$ cat config.mk
export PLATFORM = sky130hd
export DESIGN_NAME = gamepad_receiver
export DESIGN_NICKNAME = d
export VERILOG_FILES = /design/src/gamepad_pkg.sv /design/src/gamepad_receiver.sv /design/src/pad_button_capture.sv /design/src/pad_sequencer.sv /design/src/pad_bit_timer.sv
export SDC_FILE = /design/constraint.sdc
export NUM_CORES = 1
export LEC_CHECK = 0
export BUFFER_PORTS_ARGS = -buffer_cell sky130_fd_sc_hd__buf_2
export CAP_MARGIN = 20
export CORE_UTILIZATION = 35
export DETAILED_ROUTE_END_ITERATION = 8
export GPL_TIMING_DRIVEN = 0
export PLACE_DENSITY = 0.54
export REMOVE_ABC_BUFFERS = 1
export SLEW_MARGIN = 20
export SYNTH_ARGS = -nofsm -noshare
export SYNTH_HDL_FRONTEND = slang
export SYNTH_SLANG_ARGS = --single-unit
$ cat constraint.sdc
create_clock -name clk_50 -period 2.5 [get_ports clk_50]
set_clock_uncertainty 0.2 [all_clocks]
set_input_delay 0.5 -clock clk_50 [delete_from_list [all_inputs] [get_ports clk_50]]
set_output_delay 0.5 -clock clk_50 [all_outputs]
set_load 0.01 [all_outputs]
$ cat src/gamepad_pkg.sv
// gamepad receiver shared types: widths, button struct, sequencer states, timing constants
package gamepad_pkg;

    // default half bit period in clk_50 cycles
    // 300 cycles is 6 us at 50 MHz
    localparam int DEFAULT_HALF_BIT = 300;

    // protocol frame lengths in bit periods
    localparam int NES_READ_BITS = 8;
    localparam int SNES_READ_BITS = 12;
    // snes adds padding clocks after the read bits
    localparam int SNES_TOTAL_CLOCKS = 16;

    // cycle count within one bit period, holds up to 2*300
    typedef logic [10:0] half_cnt_t;

    // bit period index within a frame, 0..15
    typedef logic [3:0] bit_idx_t;

    // sampled bits as sent on the wire
    // bit 0 is the first bit, active low
    typedef logic [SNES_READ_BITS-1:0] raw_bits_t;

    // decoded buttons, pressed = 1
    typedef struct packed {
        logic a;
        logic b;
        logic select;
        logic start;
        logic up;
        logic down;
        logic left;
        logic right;
        // snes only, zero for nes
        logic x;
        logic y;
        logic shoulder_l;
        logic shoulder_r;
    } buttons_t;

    // sequencer FSM states
    typedef enum logic [1:0] {
        st_latch,
        st_read,
        st_pad
    } seq_state_t;

endpackage
$ cat src/gamepad_receiver.sv
// nes/snes gamepad receiver top: timer, sequencer and button capture
`timescale 1ns/1ns

module gamepad_receiver #(
    parameter int HALF_BIT = gamepad_pkg::DEFAULT_HALF_BIT
) (
    input  logic                  clk_50,
    input  logic                  reset,
    input  logic                  data,
    input  logic                  is_snes,
    output logic                  controller_latch,
    output logic                  controller_clk,
    output gamepad_pkg::buttons_t buttons,
    output logic                  frame_valid
);

    // timer to sequencer
    logic timer_run;
    logic half_high;
    logic sample_strobe;
    logic period_end;

    // sequencer to capture
    logic shift_en;
    logic frame_done;
    logic snes_frame;

    pad_bit_timer #(
        .HALF_BIT(HALF_BIT)
    ) u_pad_bit_timer (
        .clk_50       (clk_50),
        .reset        (reset),
        .run          (timer_run),
        .half_high    (half_high),
        .sample_strobe(sample_strobe),
        .period_end   (period_end)
    );

    pad_sequencer u_pad_sequencer (
        .clk_50          (clk_50),
        .reset           (reset),
        .is_snes         (is_snes),
        .half_high       (half_high),
        .sample_strobe   (sample_strobe),
        .period_end      (period_end),
        .timer_run       (timer_run),
        .controller_latch(controller_latch),
        .controller_clk  (controller_clk),
        .shift_en        (shift_en),
        .frame_done      (frame_done),
        .snes_frame      (snes_frame)
    );

    // button register and frame strobe live in the capture block
    pad_button_capture u_pad_button_capture (
        .clk_50     (clk_50),
        .reset      (reset),
        .data       (data),
        .shift_en   (shift_en),
        .frame_done (frame_done),
        .snes_frame (snes_frame),
        .buttons    (buttons),
        .frame_valid(frame_valid)
    );

endmodule

$ cat src/pad_button_capture.sv
// gamepad button capture: shifts in sampled bits and decodes them by mode at frame end
`timescale 1ns/1ns

module pad_button_capture (
    input  logic                  clk_50,
    input  logic                  reset,
    input  logic                  data,
    input  logic                  shift_en,
    input  logic                  frame_done,
    input  logic                  snes_frame,
    output gamepad_pkg::buttons_t buttons,
    output logic                  frame_valid
);

    gamepad_pkg::raw_bits_t raw;
    gamepad_pkg::raw_bits_t pressed;
    gamepad_pkg::buttons_t  decoded;
    logic [gamepad_pkg::NES_READ_BITS-1:0] nes_pressed;

    // shift right, new bit enters at the top
    // after 12 shifts the first bit sits in bit 0
    always_ff @(posedge clk_50) begin
        if (shift_en) begin
            raw <= {data, raw[gamepad_pkg::SNES_READ_BITS-1:1]};
        end
    end

    // wire is active low
    assign pressed = ~raw;

    // nes frame is only 8 shifts, so its bits sit in the upper part
    assign nes_pressed = pressed[gamepad_pkg::SNES_READ_BITS-1 -: gamepad_pkg::NES_READ_BITS];

    always_comb begin
        decoded = '0;
        if (snes_frame) begin
            // snes order: B Y select start up down left right A X L R
            decoded.b          = pressed[0];
            decoded.y          = pressed[1];
            decoded.select     = pressed[2];
            decoded.start      = pressed[3];
            decoded.up         = pressed[4];
            decoded.down       = pressed[5];
            decoded.left       = pressed[6];
            decoded.right      = pressed[7];
            decoded.a          = pressed[8];
            decoded.x          = pressed[9];
            decoded.shoulder_l = pressed[10];
            decoded.shoulder_r = pressed[11];
        end else begin
            // nes order: A B select start up down left right
            decoded.a      = nes_pressed[0];
            decoded.b      = nes_pressed[1];
            decoded.select = nes_pressed[2];
            decoded.start  = nes_pressed[3];
            decoded.up     = nes_pressed[4];
            decoded.down   = nes_pressed[5];
            decoded.left   = nes_pressed[6];
            decoded.right  = nes_pressed[7];
        end
    end

    // publish once per frame, hold until the next one
    always_ff @(posedge clk_50) begin
        if (reset) begin
            buttons     <= '0;
            frame_valid <= 1'b0;
        end else begin
            frame_valid <= frame_done;
            if (frame_done) begin
                buttons <= decoded;
            end
        end
    end

endmodule

$ cat src/pad_sequencer.sv
// gamepad frame sequencer FSM: latch, read and padding periods with registered link outputs
`timescale 1ns/1ns

module pad_sequencer (
    input  logic clk_50,
    input  logic reset,
    input  logic is_snes,
    input  logic half_high,
    input  logic sample_strobe,
    input  logic period_end,
    output logic timer_run,
    output logic controller_latch,
    output logic controller_clk,
    output logic shift_en,
    output logic frame_done,
    output logic snes_frame
);

    // last read index per mode
    localparam gamepad_pkg::bit_idx_t NES_LAST =
        gamepad_pkg::bit_idx_t'(gamepad_pkg::NES_READ_BITS - 1);
    localparam gamepad_pkg::bit_idx_t SNES_LAST =
        gamepad_pkg::bit_idx_t'(gamepad_pkg::SNES_READ_BITS - 1);
    // last padding period of an snes frame
    localparam gamepad_pkg::bit_idx_t PAD_LAST =
        gamepad_pkg::bit_idx_t'(gamepad_pkg::SNES_TOTAL_CLOCKS - 1);

    gamepad_pkg::seq_state_t state;
    gamepad_pkg::bit_idx_t   bit_idx;
    logic                    last_read;

    // final read period of the frame in the captured mode
    assign last_read = snes_frame ? (bit_idx == SNES_LAST) : (bit_idx == NES_LAST);

    // timer only runs in a legal state
    // an illegal encoding parks it until the FSM is back in st_latch
    assign timer_run = (state == gamepad_pkg::st_latch) ||
                       (state == gamepad_pkg::st_read) ||
                       (state == gamepad_pkg::st_pad);

    // shift on the mid-period sample of read periods only
    assign shift_en = sample_strobe && (state == gamepad_pkg::st_read);

    always_ff @(posedge clk_50) begin
        if (reset) begin
            state            <= gamepad_pkg::st_latch;
            bit_idx          <= '0;
            snes_frame       <= 1'b0;
            controller_latch <= 1'b0;
            // idle level of the gamepad clock is high
            controller_clk   <= 1'b1;
            frame_done       <= 1'b0;
        end else begin
            // link outputs lag the timer by one cycle
            controller_latch <= (state == gamepad_pkg::st_latch);
            // clock held high through the latch period
            controller_clk   <= (state == gamepad_pkg::st_latch) || half_high;
            frame_done       <= (state == gamepad_pkg::st_read) && period_end && last_read;

            // first latch cycle, latch output not yet up
            if ((state == gamepad_pkg::st_latch) && !controller_latch) begin
                snes_frame <= is_snes;
            end

            case (state)
                gamepad_pkg::st_latch: begin
                    if (period_end) begin
                        state   <= gamepad_pkg::st_read;
                        bit_idx <= '0;
                    end
                end
                gamepad_pkg::st_read: begin
                    if (period_end) begin
                        // index keeps counting into the snes padding
                        bit_idx <= bit_idx + 1'b1;
                        if (last_read) begin
                            state <= snes_frame ? gamepad_pkg::st_pad : gamepad_pkg::st_latch;
                        end
                    end
                end
                gamepad_pkg::st_pad: begin
                    if (period_end) begin
                        if (bit_idx == PAD_LAST) begin
                            state <= gamepad_pkg::st_latch;
                        end else begin
                            bit_idx <= bit_idx + 1'b1;
                        end
                    end
                end
                default: begin
                    // recover from a corrupt encoding
                    state   <= gamepad_pkg::st_latch;
                    bit_idx <= '0;
                end
            endcase
        end
    end

endmodule

$ cat src/pad_bit_timer.sv
// bit period timer: gamepad clock level, mid-period sample strobe and period end strobe
`timescale 1ns/1ns

module pad_bit_timer #(
    parameter int HALF_BIT = gamepad_pkg::DEFAULT_HALF_BIT
) (
    input  logic clk_50,
    input  logic reset,
    input  logic run,
    output logic half_high,
    output logic sample_strobe,
    output logic period_end
);

    // count where the low half starts
    localparam gamepad_pkg::half_cnt_t HALF_CNT = gamepad_pkg::half_cnt_t'(HALF_BIT);
    // last count of the period
    localparam gamepad_pkg::half_cnt_t END_CNT = gamepad_pkg::half_cnt_t'(2 * HALF_BIT - 1);

    gamepad_pkg::half_cnt_t cnt;

    // free running while run is high, wraps every bit period
    always_ff @(posedge clk_50) begin
        if (reset) begin
            cnt <= '0;
        end else if (!run) begin
            // parked at period start
            cnt <= '0;
        end else if (period_end) begin
            cnt <= '0;
        end else begin
            cnt <= cnt + 1'b1;
        end
    end

    // first half of the period is high
    assign half_high = (cnt < HALF_CNT);

    // first cycle of the low half, data is stable here
    assign sample_strobe = run && (cnt == HALF_CNT);

    // one cycle pulse on the last count before wrap
    assign period_end = run && (cnt == END_CNT);

endmodule

# == Word-level counts from Yosys, hierarchy flattened ==
# Cells that the tools add are included.
# totals
reg_bits,46
latch_bits,0
mem_bits_rw,0
rom_bits,0
in_bits,4
output_inout_bits,15
n_memories,0
# classes
n_addsub,2
mul,0
n_div,0
order_cmp,1
n_eq_ne,13
shifts,0
muxes,15
n_bitwise,2
n_reduce_logical,14
# op_table
op,count
two-way mux 4 bit,5
two-way mux 2 bit,6
NOT 12 bit,1
case mux 4 bit (3 select lines),1
"adder 11 x 1 -> 11 bit, second input constant",1
"equality test 11 x 10 -> 1 bit, second input constant",1
"equality test 11 x 9 -> 1 bit, second input constant",1
"< comparator 11 x 9 -> 1 bit, second input constant",1
"equality test 4 bit, second input constant",2
two-way mux 8 bit,1
"!= test 2 x 1 -> 1 bit, second input constant",4
logical AND 1 bit,6
case mux 2 bit (3 select lines),1
AND reduction 5 bit,1
"adder 4 x 1 -> 4 bit, second input constant",1
"equality test 4 x 3 -> 1 bit, second input constant",1
"!= test 2 bit, second input constant",2
AND reduction 4 bit,1
logical OR 1 bit,3
OR reduction 3 bit,1
"equality test 2 x 1 -> 1 bit, second input constant",1
"equality test 2 bit, second input constant",1
logical NOT 2 bit,1
logical NOT 1 bit,1
2 further kinds,2

# == Depth between registers and ports, before layout ==
# depth
depth_word,6
depth_mapped,6
mapped_depth_nobuf,6

# == Hierarchy ==
# From an unflattened synthesis, not the netlist that was laid out.
# unflattened
hier_cells,197
hier_area_um2,2080.7
# modules_own_cells
module,instances,cells_per_inst,area_each_um2,seq_area_each_um2
pad_button_capture,1,67,920.9,620.6
pad_bit_timer,1,68,584.3,220.2
pad_sequencer,1,62,575.6,200.2

# == Worst setup path after synthesis ==
# No wires, ideal clock.
# synth_timing
path_type,register to register
from,register u_pad_bit_timer.cnt[7]
to,"register u_pad_button_capture.raw[0], enable pin"
arrival_time_ps,1767
required_ps,1904
setup_slack_ps,137
stages_incl_launch_ff,3
n_path_buf,0
path_cell_list,dfxtp_1 -> or4_1 -> nor3_1
# synth_between
elab_chain_cells,3
# synth_rtl
item,line_no,rtl
"start, declared",pad_bit_timer.sv:20,gamepad_pkg::half_cnt_t cnt;
"start signal, assigned",pad_bit_timer.sv:32,cnt <= cnt + 1'b1;
equality test 11 x 9 -> 1 bit,pad_bit_timer.sv:40,assign sample_strobe = run && (cnt == HALF_CNT);
logical AND 1 bit,pad_bit_timer.sv:40,
logical AND 1 bit,pad_sequencer.sv:42,assign shift_en = sample_strobe && (state == gamepad_pkg::st_read);
net shift_en,gamepad_receiver.sv:24,logic shift_en;
"end signal, assigned",pad_button_capture.sv:24,"raw <= {data, raw[gamepad_pkg::SNES_READ_BITS-1:1]};"
"end, declared",pad_button_capture.sv:15,gamepad_pkg::raw_bits_t raw;
# The timed path passes the listed nets, and every way through them passes these cells.
# A chain may end at the register's enable or synchronous reset.

# == Worst setup path after layout ==
# layout_timing
from,register u_pad_sequencer.state[0]
to,register u_pad_sequencer.bit_idx[0]
# layout_between
elab_chain_cells,6
word_cells_on_any_way,12
# layout_rtl
item,line_no,rtl
"start, declared",pad_sequencer.sv:28,gamepad_pkg::seq_state_t state;
"start signal, assigned",pad_sequencer.sv:46,state <= gamepad_pkg::st_latch;
"start signal, assigned",pad_sequencer.sv:68,state <= gamepad_pkg::st_read;
"start signal, assigned",pad_sequencer.sv:77,state <= snes_frame ? gamepad_pkg::st_pad : gamepad_pkg::st_latch;
equality test 2 x 1 -> 1 bit / logical NOT 2 bit (equally long branches),"pad_sequencer.sv:38, pad_sequencer.sv:65, pad_sequencer.sv:37",
logical OR 1 bit,pad_sequencer.sv:37,assign timer_run = (state == gamepad_pkg::st_latch) ||
logical OR 1 bit,pad_sequencer.sv:38,(state == gamepad_pkg::st_read) ||
logical AND 1 bit,pad_bit_timer.sv:43,assign period_end = run && (cnt == END_CNT);
!= test 2 x 1 -> 1 bit (no source line),--,
AND reduction 4 bit (no source line),--,
"end signal, assigned",pad_sequencer.sv:75,bit_idx <= bit_idx + 1'b1;
"end signal, assigned",pad_sequencer.sv:86,bit_idx <= bit_idx + 1'b1;
"end, declared",pad_sequencer.sv:29,gamepad_pkg::bit_idx_t bit_idx;
# Parallel ways exist; a longest one is shown, timed or not.

==> run summary <==
Post-DP HPWL - 2470 um
Post-Syn Area - 0.00202 mm2
Worst Setup SP - u_pad_sequencer.state[0]
Final Hold Violating Endpoints - 0
final setup violation count - 0
TritonCTS clock tree - built
Logic pwr share - 5.6%
Filler Cells Inserted - 552
Slew Viols, Final - 0
Final nets - 228
biggest cell delay along the critical path - 510 ps
postcts setup bufs - 0
Area growth syn-to-layout - 13.5%
CTS sink count - 46
Post-synth EDFFs - 12
number of global-route vias before repair - 1,329
CTS clk-pin slew, worst paths - 80 ps
WL per Instance - 12.5 um
Core Box Area - 0.00554 mm2
reg-to-reg endpoint - u_pad_sequencer.bit_idx[0]
Startpoint Class - flip-flop
Hold Path Class - in2reg
Final Util - 41.5%
R2R Setup Slk - 460 ps
Critical Path, Cell by Cell - inv_1 -> ha_1 -> nor3_1 -> a31oi_4 -> or4b_1 -> a21oi_1
die height - 78.1 um
first-pass GRT wire length - 6120 um
total gr overflow - 0
GRT Util Overall - 12.8%
Worst slew margin - 57.8%
CP Data Required Time - 2520 ps
Psw - 0.000309 W
static leakage - 0.875 nW
CTS H-tree lvls - 2
worst vdd ir - 0.355 mV
Least-Margin Pin Slew - 633 ps
type of the worst setup path - reg2reg
share of layout cells above drive strength 1 - 16.1%
sequential share of power - 52.0%
Die X - 78.1 um
ys flop type - dfxtp_1
DRT antenna net count - 0
slowest CP cell - or4b_1
crit path DAT - 2060 ps
cts hold-fix bufs - 0
standard-cell rows - 27
area of the multi-input gates - 910 um2
Initial Utilization - 36.5%
DRT Pass-1 Iters - 4
YS warnings - 0
fmax - 491 MHz
final WL - 3630 um
Root Driver - clkbuf_8
RSZ-0062 raised after global routing - false
final period utilization - 81.5%
sequential-to-total area share from yosys stat - 51.4%
Clock Latency Late Sink - 290 ps
First DRT Iteration DRCs - 77
final worst slack - 462 ps
#FFs+latches synth - 46
unique cell type count in the Yosys netlist - 43
MaxCap Viol Count - 0
initial antenna violation count - 0
Die Footprint - 0.00609 mm2
syn avg cell area - 10.1 um2
Post-CTS Resized - 0
worst-case reg-to-reg path depth - 6
reg2reg start - u_pad_sequencer.state[0]
GP Congestion - 0.771
via/cell ratio - 4.95
Clock power frac - 42.3%
final worst path period need - 2040 ps
FFs w/ async S/R, synth - 0%
Sw Share - 20.5%
number of port buffers - 18
# IOs - 19
pre-CTS setup slack - 457 ps
clock buffer depth - 2
CP Capture Type - flip-flop
status - finished, final reports clean
Setup crit end - u_pad_sequencer.bit_idx[0]
Vias - 1,435
DRC viols - 0
crit path max fanout - 9
cell internal pwr - 0.00120 W
Antenna diodes - 0
synthesized instance count - 200
power density cells - 657 mW/mm2
register area - 0.00104 mm2
largest net degree at the start of global routing - 26
TritonCTS buffer count - 5
-- flip-flops by register name, summed over array words and instances (netlist names), 2 cells and up --
signal / flops
u_pad_bit_timer.cnt: 11
u_pad_button_capture.buttons: 12
u_pad_button_capture.raw: 12
u_pad_sequencer.bit_idx: 4
u_pad_sequencer.state: 2
-- cell usage in the layout, fill, tap and decap left out, drive strengths merged, types with 2 or more instances in the layout --
cell	instances
nand4	2
ha	7
inv	7
and2	5
a21o	2
and4	3
nor2b	7
o21ai	4
bufinv	2
xor2	7
nor3b	4
nand2b	2
clkbuf	5
or3	3
edfxtp	12
buf	19
nand4b	3
nand2	5
dfxtp	34
a21oi	16
nor3	4
nand3	6
a31oi	2
and4bb	2
xnor2	2
a211oi	9
nor2	32
-- cells by family after synthesis --
logic type | after synthesis | share of synthesized area [%]
simple gates | 82 | 22.8
buf+inv | 16 | 3.89
compound gates | 38 | 12.6
xor+xnor | 9 | 3.89
flops | 46 | 51.4
mux | 2 | 1.05
fa+ha+maj | 7 | 4.33
-- cell usage after synthesis (2+ instances only) --
library cell	instances	share of area, %
nor2b_1	7	2.2
nor3b_1	3	1.1
dfxtp_1	34	34
xnor2_1	2	0.87
nand4_1	2	0.62
ha_1	7	4.3
buf_6	2	1.1
nor3_1	4	0.99
o21ai_0	4	0.99
inv_1	7	1.3
a21oi_1	16	4.0
clkbuf_1	6	1.1
nand2_1	5	0.93
xor2_1	7	3.0
and4_2	2	0.99
and2_1	5	1.5
edfxtp_1	12	18
nor2_1	32	5.9
nand2b_1	2	0.62
nand3_1	6	1.5
a211oi_1	9	3.3
nand4b_1	3	1.3
or3_1	3	0.93
-- worst max-delay path: cells and delay by family, from the launching register on --
family	cells	cell delay, ps
compound gates	2	230
fa+ha+maj	1	240
buf+inv	1	90
flops	1	370
simple gates	2	840
-- how the worst min path moves through the flow --
stage / slack, ps / cells after the start / to / from
2_1_floorplan: 230 / 1 / u_pad_bit_timer.cnt[0] / u_pad_bit_timer.cnt[0]
3_3_place_gp: 240 / 0 / u_pad_button_capture.raw[0] / u_pad_button_capture.raw[1]
3_5_place_dp: 240 / 0 / u_pad_button_capture.raw[0] / u_pad_button_capture.raw[1]
4_1_cts: 170 / 1 / u_pad_button_capture.raw[11] / data
5_1_grt: 170 / 1 / u_pad_button_capture.raw[11] / data
6_report: 180 / 1 / u_pad_button_capture.raw[11] / data
-- area by class of cell --
cell class,instances,area share [%]
Sequential cell,46,45.3
Multi-Input combinational cell,138,39.6
Timing Repair Buffer,19,4.25
Tap cell,72,3.92
Clock buffer,5,3.00
Clock inverter,3,2.78
Inverter,7,1.14
-- layer usage --
metal  wire length, um  share of wire (%)  vias to the layer above  track usage (%)
li1                  -                  -                      742                -
met1              1840                 51                      675             16.4
met2              1660                 46                       14             20.6
met3                99                2.7                        4             3.14
met4                28               0.77                        0             5.00
met5                 0                  0                        -                0
-- through the flow --
| step | hold WS, ps | setup TNS (ps) | std cells | instance area (um2) | power [W] |
|---|---|---|---|---|---|
| 2_1_floorplan | 225 | 0 | 191 | 1970 | 0.000859 |
| 3_3_place_gp | 236 | -3870 | 281 | 2150 | 0.000888 |
| 3_5_place_dp | 240 | 0 | 282 | 2160 | 0.000889 |
| 4_1_cts | 174 | 0 | 290 | 2300 | 0.00153 |
| 5_1_grt | 168 | 0 | 290 | 2300 | 0.00158 |
| 6_report | 185 | 0 | 290 | 2300 | 0.00151 |
-- power by group through the flow --
stage          Sequential [W]  Combinational, W  Clock (W)
2_1_floorplan        0.000799         0.0000594          0
3_3_place_gp         0.000803         0.0000848          0
3_5_place_dp         0.000803         0.0000861          0
4_1_cts              0.000786         0.0000864   0.000659
5_1_grt              0.000788         0.0000949   0.000693
6_report             0.000785         0.0000847   0.000639
Note: power is estimated with default switching activity, not from simulation.
